**config.mk**
```make
export PLATFORM = sky130hd
export DESIGN_NAME = dataAccessPort
export DESIGN_NICKNAME = d
export VERILOG_FILES = /design/src/verilog/lsuPkg.sv /design/src/verilog/dataAccessPort.sv
export SDC_FILE = /design/constraint.sdc
export NUM_CORES = 1
export LEC_CHECK = 0
export ABC_AREA = 1
export BUFFER_PORTS_ARGS = -buffer_cell sky130_fd_sc_hd__clkbuf_2
export CORE_MARGIN = 2
export CORE_UTILIZATION = 45
export CTS_BUF_LIST = sky130_fd_sc_hd__clkbuf_8
export DETAILED_ROUTE_END_ITERATION = 8
export HOLD_SLACK_MARGIN = 0.03
export PLACE_DENSITY = 0.82
export SYNTH_ARGS = -nofsm -noshare
export SYNTH_HDL_FRONTEND = slang
export SYNTH_SLANG_ARGS = --single-unit
```
**constraint.sdc**
```tcl
create_clock -name clk -period 3.78 [get_ports clk]
set_clock_uncertainty 0.2 [all_clocks]
set_input_delay 0.378 -clock clk [delete_from_list [all_inputs] [get_ports clk]]
set_output_delay 0.378 -clock clk [all_outputs]
set_load 0.05 [all_outputs]
```
**src/verilog/lsuPkg.sv**
```systemverilog
`default_nettype none

package lsuPkg;

    localparam int AddrWidth = 32;
    localparam int DataWidth = 32;
    localparam int TagWidth = 4;
    localparam int ByteWidth = 8;

    localparam int QueueDepth = 4;
    localparam int QueuePtrBits = $clog2(QueueDepth);
    localparam int QueueCountBits = $clog2(QueueDepth + 1);

    localparam int MemAddrBits = 10;
    localparam int MemBytes = 1 << MemAddrBits;

    typedef logic [AddrWidth-1:0] addr_t;
    typedef logic [DataWidth-1:0] data_t;
    typedef logic [TagWidth-1:0] tag_t;
    typedef logic [ByteWidth-1:0] memByte_t;
    typedef logic [MemAddrBits-1:0] memAddr_t;
    typedef logic [2:0] byteNum_t; // holds a byte count of one to four.

    typedef enum logic [1:0] {
        LenByte = 2'd0,
        LenHalf = 2'd1,
        LenWord = 2'd2
    } accessLen_t;

    // store flag, address, data, length and tag of one queued request.
    localparam int QueueEntryBits = 1 + AddrWidth + DataWidth + $bits(accessLen_t) + TagWidth;

    typedef logic [QueueEntryBits-1:0] queueEntry_t;

    function automatic byteNum_t byteCount(input accessLen_t len);
        byteNum_t num;
        case (len)
            LenByte: num = 3'd1;
            LenHalf: num = 3'd2;
            default: num = 3'd4; // an unused encoding is served as a word.
        endcase
        return num;
    endfunction

endpackage

`default_nettype wire

```
**src/verilog/dataAccessPort.sv**
```systemverilog
`default_nettype none

module dataAccessPort (
    input  logic               clk,
    input  logic               rst,

    input  logic               issueValid,
    input  logic               issueStore,
    input  lsuPkg::addr_t      issueAddr,
    input  lsuPkg::data_t      issueData,
    input  lsuPkg::accessLen_t issueLen,
    input  lsuPkg::tag_t       issueTag,
    output logic               portFree,

    output logic               memReq,
    output logic               memStore,
    output lsuPkg::addr_t      memAddr,
    output lsuPkg::data_t      memWdata,
    output lsuPkg::accessLen_t memLen,
    input  logic               memAck,
    input  lsuPkg::data_t      memRdata,

    output logic               doneValid,
    output lsuPkg::data_t      doneData,
    output lsuPkg::tag_t       doneTag
);

    typedef enum logic [1:0] {
        Idle,
        Request,
        WaitRelease
    } portState_t;

    portState_t state;
    logic occupied;
    logic transfer;
    lsuPkg::tag_t savedTag;

    assign portFree = !occupied;
    assign transfer = issueValid && portFree;

    always_ff @(posedge clk) begin
        if (rst) begin
            state <= Idle;
            occupied <= 1'b0;
            memReq <= 1'b0;
            doneValid <= 1'b0;
        end else begin
            doneValid <= 1'b0;
            if (transfer) begin
                occupied <= 1'b1;
            end
            case (state)
                Idle: begin
                    if (transfer) begin
                        memReq <= 1'b1;
                        state <= Request;
                    end
                end
                Request: begin
                    if (memAck) begin
                        memReq <= 1'b0;
                        doneValid <= 1'b1;
                        occupied <= 1'b0; // the next request may be latched from here on.
                        state <= WaitRelease;
                    end
                end
                WaitRelease: begin
                    // a request latched meanwhile goes out once the controller lets go of ack.
                    if (!memAck) begin
                        if (occupied || transfer) begin
                            memReq <= 1'b1;
                            state <= Request;
                        end else begin
                            state <= Idle;
                        end
                    end
                end
                default: state <= Idle;
            endcase
        end
    end

    always_ff @(posedge clk) begin
        if (transfer) begin
            memStore <= issueStore;
            memAddr <= issueAddr;
            memWdata <= issueData;
            memLen <= issueLen;
            savedTag <= issueTag;
        end
        if (state == Request && memAck) begin
            doneData <= memStore ? '0 : memRdata; // stores complete with zero data.
            doneTag <= savedTag;
        end
    end

endmodule

`default_nettype wire

```
Word level (Yosys, flattened, before mapping). Index checks and enable logic that the tools add are counted.

Muxes and demuxes: 14. Bitwise operators: 1. Equal/unequal tests: 6. Reductions and logical operators: 9.

Operators by type and width (count): 2-to-1 mux 1 bit (9); inequality test 2 bit (second input constant) (4); 2-to-1 mux 2 bit (3); one-hot mux 2 bit (3 select lines) (1); AND reduction 5 bit (1); one-hot mux 1 bit (3 select lines) (1); AND reduction 3 bit (1); nonzero test 3 bit (1); == test 2 x 1 -> 1 bit (second input constant) (1); == test 2 bit (second input constant) (1); logical AND 1 bit (2); logical NOT 2 bit (1); OR reduction 2 bit (1); logical NOT 1 bit (1); logical OR 1 bit (1); inverter 1 bit (1).

Output and inout bits: 106. Logic and storage cells: 41. Bits of input ports: 107. Flip-flop bits (word level): 112.

Depth between registers and ports, before layout.
Depth after elaboration: 6. Mapped depth: 8. Gate-level depth less buffers: 8.

Worst setup path before layout. OpenSTA, ideal clock, no wires.

Path type: input to register. Start point: input issueValid. End point: register memReq. Arrival time: 2739 ps. Library setup time: 116 ps. Setup slack: 725 ps. Cell stages on the path: 7. Cell sequence: inv_1 nor2_2 nor2_1 nor2_2 nand2_1 nand2_1 a21oi_2.

Longest elaborated chain between the ends: 4. Elaborated cells on any way between the ends: 5.

RTL lines: start, declared (line dataAccessPort.sv:7) `input logic issueValid,`; logical AND 1 bit * (line dataAccessPort.sv:40) `assign transfer = issueValid && portFree;`; via transfer (line dataAccessPort.sv:36) `logic transfer;`; logical OR 1 bit (line dataAccessPort.sv:71) `if (occupied || transfer) begin`; inequality test 2 bit (no line); AND reduction 5 bit (no line) *; end signal, assigned (line dataAccessPort.sv:46) `memReq <= 1'b0;`; end signal, assigned (line dataAccessPort.sv:56) `memReq <= 1'b1;`; end signal, assigned (line dataAccessPort.sv:72) `memReq <= 1'b1;`; end, declared (line dataAccessPort.sv:15) `output logic memReq,`.

Mark *: on every way through the listed nets, which the timed path passes. The rest lies on a longest branch. A chain may end at the register's enable or synchronous reset.

Worst setup path after layout.
Start point: register occupied. End point: register memAddr[9] (enable).

Longest elaborated chain between the ends: 2.

RTL lines: start, declared (line dataAccessPort.sv:35) `logic occupied;`; start signal, assigned (line dataAccessPort.sv:45) `occupied <= 1'b0;`; start signal, assigned (line dataAccessPort.sv:51) `occupied <= 1'b1;`; start signal, assigned (line dataAccessPort.sv:64) `occupied <= 1'b0;`; logical NOT 1 bit (line dataAccessPort.sv:39) `assign portFree = !occupied;`; logical AND 1 bit (line dataAccessPort.sv:40); via transfer (line dataAccessPort.sv:36); end signal, assigned (line dataAccessPort.sv:87) `memAddr <= issueAddr;`; end, declared (line dataAccessPort.sv:17) `output lsuPkg::addr_t memAddr,`.

The timed path passes the listed nets, and every way through them passes these cells.

==> flow_summary.ini <==
[outcome]
outcome = finished clean

[floorplanning]
core_um2 = 8090
std_cell_rows = 33
ios = 213
die_width_um = 94.6
die_area_um2 = 8950
die_h_um = 94.6
initial_core_util_pct = 45.6

[clocking]
clk_pin_slew_ns = 0.10
cts_buffer_depth = 2
cts_tree = yes
numCtsBuffers = 9
worst_skew_pair.late_latency_ns = 0.36
cts-root-buf = clkbuf_8
clock_sinks = 112
cts-resized-gates = 0
cts_setup_buffers = 0
htreeDepth = 3
ctsHoldBuffers = 72

[logic_synthesis]
post_synth.cell_area_avg_um2 = 17.8
syn_inst = 208
yosysMostFrequentCell = edfxtp_1
yosysSeqAreaShare_pct = 89.7
syn_area_um2 = 3690
synth_top_area_share_pct = 87.0
synthTopCellsByCount = edfxtp_1 (107), inv_1 (39), nor2_1 (36)
synthDistinctLibCells = 14
synth_flop_cell = edfxtp_1
synth-seq-cells = 112
synthesis.nets = 315
synth_top_cell_by_area = edfxtp_1
synth_area_leaders = edfxtp_1 (87%), inv_1 (4.0%), nor2_1 (3.7%), dfxtp_1 (2.7%), nand2_1 (0.71%)
synth_warnings = 0
synth_edf_count = 107
synthArstFlopShare_pct = 0

[drt]
finalWirelength_mm = 9.49
route.detailed.wl_per_inst_um = 15.5
postRouteAntennaNets = 0
drc_errors = 0
routed_via_density = 4.58
drtIter0Drc = 151
num_vias = 2808
dr.pass1.iters = 4

[sta]
fin_setup_tns_ns = 0
setup_viol = 0
slew-limit-headroom_pct = 38.6
period_needed_ns = 1.94
finalMaxSlewViolations = 0
fin_ws_ns = 1.84
final-hold-violation-count = 0
min_period_over_period_pct = 51.3
holdWs_ns = 0.0968
worst_pin_slew_ns = 0.918
rsz0062_at_grt = no
max_freq_mhz = 516

[critical_path]
critPathRequiredTime_ns = 3.63
worst-setup-path-type = reg2reg
slowest_stage = nor2_4
worstPathCellList = nor2_4 -> buf_12
cp_num_buf_inv = 1
crit_path_end_kind = register
worst-path-max-fanout = 43
cp-start-kind = register
arrival_ns = 1.79
crit_family = simple AND/OR/NAND/NOR gates
max_stage_delay_ns = 0.73

[final_layout]
multi_input_area_um2 = 224
n_antenna_cell = 0
register_area_um2 = 3310
drive_gt1_share_pct = 46.3
fillers = 507
area_growth_pct = 58.5
nets = 610

[grt]
grt_max_degree = 44
overflow = 0
grt_use_total_pct = 21.0
first_global_vias = 2727
antenna_found_initial = 0
grt_pass1_wl_mm = 13.6

[pwr]
power_leakage_nw = 2.69
max-vdd-ir-drop_mv = 0.289
fin_total_pwr_mw = 2.80
powerDensity_nw_per_um2 = 478

[placement]
numPortBuffers = 212
place_ws_ns = 1.67
dp_hpwl_mm = 5.84
gp_congestion = 0.737

[flow_run]
maxCapViolCount = 0

[min_path]
hold_path.class = in2reg
## layout make-up
| class | count | share of cell area [%] |
|---|---|---|
| well taps | 105 | 2.24 |
| inverters | 40 | 2.56 |
| clock buffers | 9 | 2.12 |
| repair buffers | 287 | 31.0 |
| clock inverters | 7 | 1.62 |
| flip-flops and latches | 112 | 56.6 |
| multi-input cells | 53 | 3.83 |
## cells by family after synthesis
family | share of synthesized area, %
simple gates | 5.28
compound gates | 0.644
flops | 89.7
buf+inv | 4.37
## metal layers
metal	GRT usage, %	wire [um]
met5	0	0
met4	10.5	248
met1	23.9	3390
met3	5.03	924
met2	37.2	4920
## power breakdown
part | internal [mW] | switching [mW] | total [mW] | leakage [nW]
clock | 0.375 | 0.383 | 0.758 | 0.115
sequential | 1.46 | 0.0303 | 1.49 | 1.05
combinational | 0.155 | 0.393 | 0.548 | 1.52
## layout by cell type (no fill, tap or decap), drive strengths merged
cell and n:
clkbuf 221, edfxtp 107, dlygate4sd3 72, inv 42, nor2 38, nand2 8, dfxtp 5, a21oi 3
clkinv 3, buf 3, nand3 2, bufinv 2, o21ai 1, nor3 1
## path summary, 6_finish.rpt
| kind | startpoint | endpoint | slack, ns | cells past startpoint |
|---|---|---|---|---|
| worst min-delay path | memRdata[3] | doneData[3]$_SDFFCE_PP0P_ | 0.1 | 3 |
| worst max register to register | occupied$_SDFF_PP0_ | memAddr[9]$_DFFE_PP_ | 1.84 | 2 |
| worst max-delay path | occupied$_SDFF_PP0_ | memAddr[9]$_DFFE_PP_ | 1.84 | 2 |
| worst min register to register | savedTag[0]$_DFFE_PP_ | doneTag[0]$_DFFE_PP_ | 0.23 | 0 |
## state kept, by name, summed over array words and instances, names as in the netlist
| name | count |
|---|---|
| doneData | 32 |
| memAddr | 32 |
| memWdata | 32 |
| doneTag | 4 |
| savedTag | 4 |
| memLen | 2 |
| state | 2 |
| doneValid | 1 |
| memReq | 1 |
| memStore | 1 |
| occupied | 1 |
## through the flow
stage,instance area [um2],cells,util [%]
after floorplan,3690,208,-
after global placement,4910,525,60.7
after detailed placement,4910,525,60.7
after CTS,5850,613,72.3
after global routing,5850,613,72.3
final,5850,613,72.3
## worst register-to-register path, stage by stage, from the launching register on
cell and delay, ns:
dfxtp_1 0.36, nor2_4 0.73, buf_12 0.35
No activity file was read; power rests on OpenSTA's default activity.
