$ cat src/verilog/lsuPkg.sv
`default_nettype none

package lsuPkg;

    localparam int AddrWidth = 32;
    localparam int DataWidth = 32;
    localparam int TagWidth = 4;
    localparam int ByteWidth = 8;

    localparam int QueueDepth = 4;
    localparam int QueuePtrBits = $clog2(QueueDepth);
    localparam int QueueCountBits = $clog2(QueueDepth + 1);

    localparam int MemAddrBits = 10;
    localparam int MemBytes = 1 << MemAddrBits;

    typedef logic [AddrWidth-1:0] addr_t;
    typedef logic [DataWidth-1:0] data_t;
    typedef logic [TagWidth-1:0] tag_t;
    typedef logic [ByteWidth-1:0] memByte_t;
    typedef logic [MemAddrBits-1:0] memAddr_t;
    typedef logic [2:0] byteNum_t; // holds a byte count of one to four.

    typedef enum logic [1:0] {
        LenByte = 2'd0,
        LenHalf = 2'd1,
        LenWord = 2'd2
    } accessLen_t;

    // store flag, address, data, length and tag of one queued request.
    localparam int QueueEntryBits = 1 + AddrWidth + DataWidth + $bits(accessLen_t) + TagWidth;

    typedef logic [QueueEntryBits-1:0] queueEntry_t;

    function automatic byteNum_t byteCount(input accessLen_t len);
        byteNum_t num;
        case (len)
            LenByte: num = 3'd1;
            LenHalf: num = 3'd2;
            default: num = 3'd4; // an unused encoding is served as a word.
        endcase
        return num;
    endfunction

endpackage

`default_nettype wire

$ cat src/verilog/loadStoreQueue.sv
`default_nettype none

module loadStoreQueue (
    input  logic               clk,
    input  logic               rst,

    input  logic               reqValid,
    input  logic               reqStore,
    input  lsuPkg::addr_t      reqAddr,
    input  lsuPkg::data_t      reqData,
    input  lsuPkg::accessLen_t reqLen,
    input  lsuPkg::tag_t       reqTag,
    output logic               reqReady,

    output logic               issueValid,
    output logic               issueStore,
    output lsuPkg::addr_t      issueAddr,
    output lsuPkg::data_t      issueData,
    output lsuPkg::accessLen_t issueLen,
    output lsuPkg::tag_t       issueTag,
    input  logic               portFree
);

    lsuPkg::queueEntry_t entries [lsuPkg::QueueDepth];

    logic [lsuPkg::QueuePtrBits-1:0] wrPtr;
    logic [lsuPkg::QueuePtrBits-1:0] rdPtr;
    logic [lsuPkg::QueueCountBits-1:0] count;

    logic push;
    logic pop;

    lsuPkg::queueEntry_t headWord;
    logic [1:0] headLen;

    function automatic logic [lsuPkg::QueuePtrBits-1:0] nextPtr(
        input logic [lsuPkg::QueuePtrBits-1:0] ptr
    );
        logic [lsuPkg::QueuePtrBits-1:0] next;
        if (ptr == lsuPkg::QueueDepth - 1) begin
            next = '0;
        end else begin
            next = ptr + 1'b1;
        end
        return next;
    endfunction

    assign reqReady = (count != lsuPkg::QueueDepth);
    assign issueValid = (count != '0);

    assign push = reqValid && reqReady;
    assign pop = issueValid && portFree;

    // the head entry is shown directly from the buffer.
    assign headWord = entries[rdPtr];
    assign {issueStore, issueAddr, issueData, headLen, issueTag} = headWord;
    assign issueLen = lsuPkg::accessLen_t'(headLen);

    always_ff @(posedge clk) begin
        if (rst) begin
            wrPtr <= '0;
            rdPtr <= '0;
            count <= '0;
        end else begin
            if (push) begin
                wrPtr <= nextPtr(wrPtr);
            end
            if (pop) begin
                rdPtr <= nextPtr(rdPtr);
            end
            case ({push, pop})
                2'b10:   count <= count + 1'b1;
                2'b01:   count <= count - 1'b1;
                default: count <= count; // both or neither leave the fill level alone.
            endcase
        end
    end

    always_ff @(posedge clk) begin
        if (push) begin
            entries[wrPtr] <= {reqStore, reqAddr, reqData, reqLen, reqTag};
        end
    end

endmodule

`default_nettype wire

$ cat config.mk
export PLATFORM = sky130hd
export DESIGN_NAME = loadStoreQueue
export DESIGN_NICKNAME = d
export VERILOG_FILES = /design/src/verilog/lsuPkg.sv /design/src/verilog/loadStoreQueue.sv
export SDC_FILE = /design/constraint.sdc
export NUM_CORES = 1
export LEC_CHECK = 0
export BUFFER_PORTS_ARGS = -buffer_cell sky130_fd_sc_hd__buf_2
export CORE_MARGIN = 3
export CORE_UTILIZATION = 59
export CTS_BUF_LIST = sky130_fd_sc_hd__clkbuf_4 sky130_fd_sc_hd__clkbuf_8
export DETAILED_ROUTE_END_ITERATION = 16
export HOLD_SLACK_MARGIN = 0.1
export PLACE_DENSITY = 0.9
export SYNTH_ARGS = -nofsm -noshare
export SYNTH_HDL_FRONTEND = slang
export SYNTH_SLANG_ARGS = --single-unit
export TNS_END_PERCENT = 100
$ cat constraint.sdc
create_clock -name clk -period 3.4 [get_ports clk]
set_input_delay 0.68 -clock clk [delete_from_list [all_inputs] [get_ports clk]]
set_output_delay 0.68 -clock clk [all_outputs]
set_load 0.1 [all_outputs]
== After elaboration in Yosys (flattened, before gate mapping) ==
Memories as Yosys holds them, arrays and structs flattened. A register that Yosys moved wholly into a read port is not among the register bits.
Index checks and enable logic that the tools add are counted.
W data, S select, Z words.

* Bits in latches: 0
* Logic and storage cells: 24
* ROM bits: 0
* Register bits after elaboration: 7
* Output and inout port bits: 73
* Memories: 1
* Memory bits (writable): 284

{| class="wikitable"
|+ Memories
! memory !! depth !! bits a word !! rd ports !! clocked after Yosys merged registers in !! write ports !! line !! text
|-
| entries || 4 || 71 || 1 || 1 || 1 || loadStoreQueue.sv:24 || <nowiki>lsuPkg::queueEntry_t entries [lsuPkg::QueueDepth];</nowiki>
|}

* Multiplexer cells: 7
* Div/mod/pow operators: 0
* Shifts and indexed selects: 0
* Eq/ne operators: 5
* Bitwise operators: 0
* Multipliers: 0
* Magnitude comparators: 0
* Add/sub/neg operators: 4
* Reduce and logical (&&, ||, !) cells: 4

{| class="wikitable"
|+ Operator list
! kind !! count
|-
| $mux W2 || 4
|-
| $eq A2 B2 Y1 const B || 3
|-
| $pmux W3 S2 || 1
|-
| $add A2 B1 Y2 const B || 2
|-
| $add A3 B1 Y3 const B || 1
|-
| $ne A3 B3 Y1 const B || 1
|-
| $reduce_bool A3 Y1 || 1
|-
| $sub A3 B1 Y3 const B || 1
|-
| $eq A2 B1 Y1 const B || 1
|-
| $logic_and A1 B1 Y1 || 2
|-
| $mux W1 || 2
|-
| $reduce_bool A2 Y1 || 1
|}

== Longest topological paths before layout ==
* Depth after elaboration: 4
* Gate-level depth with buffers: 9

== Least setup slack after synthesis ==
OpenSTA, ideal clock, no wires.

* Kind: reg-to-reg
* Start point: register count[0] (netlist name)
* End point: memory entries[2][0] (netlist name), enable pin
* Stages on the path, launching flop included: 4
* Arrival time: 2.497 ns
* Buffers on the path: 1
* Setup time: 0.437 ns
* Required time: 2.963 ns
* Path slack: 0.465 ns
* Cell sequence: dfxtp_1 -> or3b_1 -> buf_6 -> and3_1

* Word-level cells in the longest chain between the ends: 4

{| class="wikitable"
|+ RTL lines
! element !! line !! text
|-
| start: declaration || loadStoreQueue.sv:28 || <nowiki>logic [lsuPkg::QueueCountBits-1:0] count;</nowiki>
|-
| start signal: assignment || loadStoreQueue.sv:72 || <nowiki>2'b10: count <= count + 1'b1;</nowiki>
|-
| start signal: assignment || loadStoreQueue.sv:73 || <nowiki>2'b01: count <= count - 1'b1;</nowiki>
|-
| start signal: assignment || loadStoreQueue.sv:74 || <nowiki>default: count <= count;</nowiki>
|-
| $ne A3 B3 Y1 || loadStoreQueue.sv:48 || <nowiki>assign reqReady = (count != lsuPkg::QueueDepth);</nowiki>
|-
| net reqReady || loadStoreQueue.sv:13 || <nowiki>output logic reqReady,</nowiki>
|-
| $logic_and A1 B1 Y1 || loadStoreQueue.sv:51 || <nowiki>assign push = reqValid && reqReady;</nowiki>
|-
| $mux W1 || loadStoreQueue.sv:80 || <nowiki>if (push) begin</nowiki>
|-
| $mux W1 (implied by the code) || loadStoreQueue.sv:81 || <nowiki>entries[wrPtr] <= {reqStore, reqAddr, reqData, reqLen, reqTag};</nowiki>
|-
| end: declaration || loadStoreQueue.sv:24 ||
|}

The timed path passes the listed nets, and every way through them passes these cells.

==> results summary <==
For hold timing, the worst endpoint is entries[0][68]. The worst register-to-register path ends at count[2]. The detailed-route DRC error count came out at 0. The final max-slew violation count is 0. Port buffering added approximately 150 buffers. The post-synthesis instance area came out at 10700 um2.

STA classifies the critical path endpoint as a primary output. The wire length on met1 came out at slightly above 7000 um. The initial antenna violation count is 2.

Together, buffers and inverters on the worst path number 2. The area enclosed by the die boundary is between 15000 and 20000 um2. For this design the top-level I/O count stands at around 150. The number of global-route vias before repair was between 5k and 6k. The share of the Yosys chip area taken by registers is 0.813. The first global-routing pass estimated 30300 um of wire. For the final database, setup skew stands at 0.0104 ns.

TritonCTS built the clock tree. The clock reaches the later pin of the worst-skew pair after 0.52 ns. Counting along the longest clock path gives a buffer depth of 3.

The pin slew with the least headroom to its limit is around 0.66 ns. The worst-case setup slack after placement is roughly 0.94 ns. The tool flagged a number of max-cap violations equal to 0. The total setup violations reported at the end of the flow is 0. The H-tree depth reported by CTS is 2. The worst register-to-register path has a setup slack of roughly 0.96 ns. The placed instances occupy a cell area of around 12000 um2.

The leakage power is between 4 and 5 nW. The detail-routed via count per cell is about 5.7. The area growth from synthesis to layout came out at 17.4%. Routability-driven placement finished with a final weighted congestion of ~0.74. The final period demand of the worst path is 2.99 ns.

Synthesis produced around 420 cells. The power density normalized to cell area came out at between 800 and 900 nW/um2. The y dimension of the die came out at roughly 140 um.

Counting the buffers created by CTS gives 44. The worst hold path stage count came out at 1. The depth of the critical timing path with buffers and inverters included came out at 3.

The met3 wire length came out at 1450 um. The count of synthesis-stage warnings from yosys came out at 0. The maximum number of pins on one net before global-route repair is 43. By area the synthesized netlist is led by sky130_fd_sc_hd__edfxtp_1 80%, sky130_fd_sc_hd__mux4_2 15%, sky130_fd_sc_hd__dfxtp_1 1.7%, sky130_fd_sc_hd__ha_1 0.70%, sky130_fd_sc_hd__buf_4 0.49%. The finished cells cover 12600 um2.

Static timing analysis puts the maximum clock frequency at ~330 MHz. Setup repair after global routing left no endpoint under its margin. The flow ran to the end, and the final reports show no timing, DRC or antenna violations. The worst pin sits at a relative slew slack of 0.562.

Clock-pin slew was measured on the worst setup and hold paths at ~0.060 ns. For the worst setup path, the data arrival time is between 2 and 2.5 ns. The worst hold path belongs to the class input pin to flop. Measured along the x axis, the die boundary spans 141 um.

After detailed routing, no signal wire sits above met5. CTS saw between 200 and 300 sinks. The average footprint of a synthesized cell is about 25 um2. The critical-path maximum fanout came out at 29. Counting the fill cells in the layout gives 1035. The number of detailed-route iterations in the first pass is 5. The type of origin of the critical path is a flop. The hold violation count in the final report came out at 0. In this run the most critical hold path is launched from reqAddr[30]. The largest individual stage delay along the critical path comes from the cell sky130_fd_sc_hd__mux4_2. The largest total area in the synthesized netlist belongs to sky130_fd_sc_hd__edfxtp_1.

The length of routed met2 wiring came out at 10500 um. The top cell type's share of synthesized area came out at 0.796. In this run the critical register-to-register path is launched from count[2]. For the worst setup path, the data required time is roughly 2.7 ns. The total routing usage reported by global routing is 0.202. The top cell family by delay on the critical path is buffers and inverters.

The tree is rooted in a sky130_fd_sc_hd__clkbuf_8. Final hold analysis gives a worst-case slack of between 0.3 and 0.4 ns. The post-detailed-routing wire length came out at ~19000 um. Of the available clock period, the critical path in the final layout requires 0.880. The via count came out at 4938. The remaining number of nets flagged by the antenna check after routing is 0. The count of cells resized by post-cts repair is 0. Synthesis inferred around 300 register bits. The sum of negative setup slack is 0 ns. The share of cells above drive strength 1 came out at 0.479. The HPWL reported at the end of detailed placement came out at 12100 um. 0 antenna diodes ended up in the layout. The effective utilization at floorplan is 0.611.

In this design, the stage delay of the slowest critical-path cell is 0.61 ns. VDD sags by at most roughly 0.75 mV. Post-CTS timing repair inserted 0 buffers for setup. The number of design-rule violations left by the first detailed-router iteration came out at around 360. The cell depth of the worst flop-to-flop path is 8. The number of nets in the finished design came out at 691.

After detailed routing, the average wire length per cell comes to 22.5 um. The number of hold-repair buffers added at the cts stage came out at 0. The placeable core area came out at between 15000 and 20000 um2. Walking the worst path, the cells encountered are buf_4 > mux4_2 > buf_2. After synthesis, the netlist uses 27 different library cells. The number of rows in the core area is 48.

The final setup slack of the worst path came out at roughly 0.4 ns. By startpoint and endpoint, the worst setup path is classified as flop to primary output. The overflow left after global routing came out at 0. The post-synthesis net count came out at roughly 510.
-- flip-flops by register name (all words and copies together), names as in the netlist, named ones only --
signal   cells
count        3
rdPtr        2
entries    284
wrPtr        2
-- Yosys cell counts --
master,n
sky130_fd_sc_hd__edfxtp_1,284
sky130_fd_sc_hd__mux4_2,71
sky130_fd_sc_hd__dfxtp_1,9
sky130_fd_sc_hd__buf_4,7
sky130_fd_sc_hd__clkbuf_1,7
sky130_fd_sc_hd__ha_1,6
sky130_fd_sc_hd__inv_1,6
sky130_fd_sc_hd__nor2_1,4
sky130_fd_sc_hd__a21oi_1,3
sky130_fd_sc_hd__and3_2,3
sky130_fd_sc_hd__buf_2,2
sky130_fd_sc_hd__mux2i_1,2
sky130_fd_sc_hd__nand2b_1,2
sky130_fd_sc_hd__or3_1,2
sky130_fd_sc_hd__or3_2,2
sky130_fd_sc_hd__xor2_1,2
sky130_fd_sc_hd__a211o_1,1
sky130_fd_sc_hd__and3_1,1
sky130_fd_sc_hd__buf_1,1
sky130_fd_sc_hd__buf_6,1
sky130_fd_sc_hd__fa_1,1
sky130_fd_sc_hd__nand2_1,1
sky130_fd_sc_hd__nand2_2,1
sky130_fd_sc_hd__o21ai_0,1
sky130_fd_sc_hd__o21ai_2,1
sky130_fd_sc_hd__o31ai_1,1
sky130_fd_sc_hd__or3b_1,1
-- final cells by class --
type / instances / area [um2] / area share
clock buffers: 61 / 739 / 0.0588
clock inverters: 11 / 76.3 / 0.00607
inverters: 6 / 22.5 / 0.00179
multi-input cells: 106 / 1900 / 0.151
flip-flops and latches: 293 / 8720 / 0.693
well taps: 225 / 282 / 0.0224
repair buffers: 158 / 843 / 0.0671
-- placed cells by master (no fill, tap or decap), drive strengths merged --
master,count
fa,1
dfxtp,9
inv,6
nand2,2
edfxtp,284
a21oi,3
clkinvlp,2
bufinv,1
or3b,1
a211o,1
and3,4
clkinv,8
mux2i,2
ha,6
o31ai,1
buf,158
clkbuf,61
o21ai,2
mux4,71
nand2b,2
xor2,2
or3,4
nor2,4
-- through the flow --
stage | cells | utilization | power (mW)
after floorplan | 423 | - | 8.12
after global placement | 788 | 0.671 | 8.70
after detailed placement | 788 | 0.671 | 8.78
after CTS | 860 | 0.717 | 11.4
after global routing | 860 | 0.717 | 11.7
final | 860 | 0.717 | 11.3
-- worst max-delay path by stage --
stage	start	to	slack [ns]
6_report	flop	issueAddr[28]	0.41
5_1_grt	flop	issueAddr[28]	0.26
4_1_cts	flop	issueAddr[28]	0.34
3_5_place_dp	flop	issueAddr[10]	0.94
3_3_place_gp	flop	issueAddr[10]	0.95
2_1_floorplan	count[0]	entries[2][0]	0.47
-- logic make-up after synthesis --
logic type                 after synthesis  share of synthesized area
buffers and inverters                   24                     0.0118
adders and majority gates                7                    0.00888
xor gates and xnor gates                 2                    0.00164
AOI/OAI and AO/OA                        7                    0.00420
muxes                                   73                      0.151
and+or+nand+nor                         17                    0.00958
DFF                                    293                      0.813
-- power by group --
| group | switching, mW | internal [mW] |
|---|---|---|
| clock network | 1.18 | 1.47 |
| registers | 0.124 | 4.35 |
| logic | 3.32 | 0.876 |
-- metal layers --
metal / global-route usage / vias up
met2: 0.352 / 189
li1: - / 2177
met5: 0 / -
met4: 0.0592 / 4
met3: 0.0546 / 28
met1: 0.251 / 2540
Power figures use the tool's default switching activity.
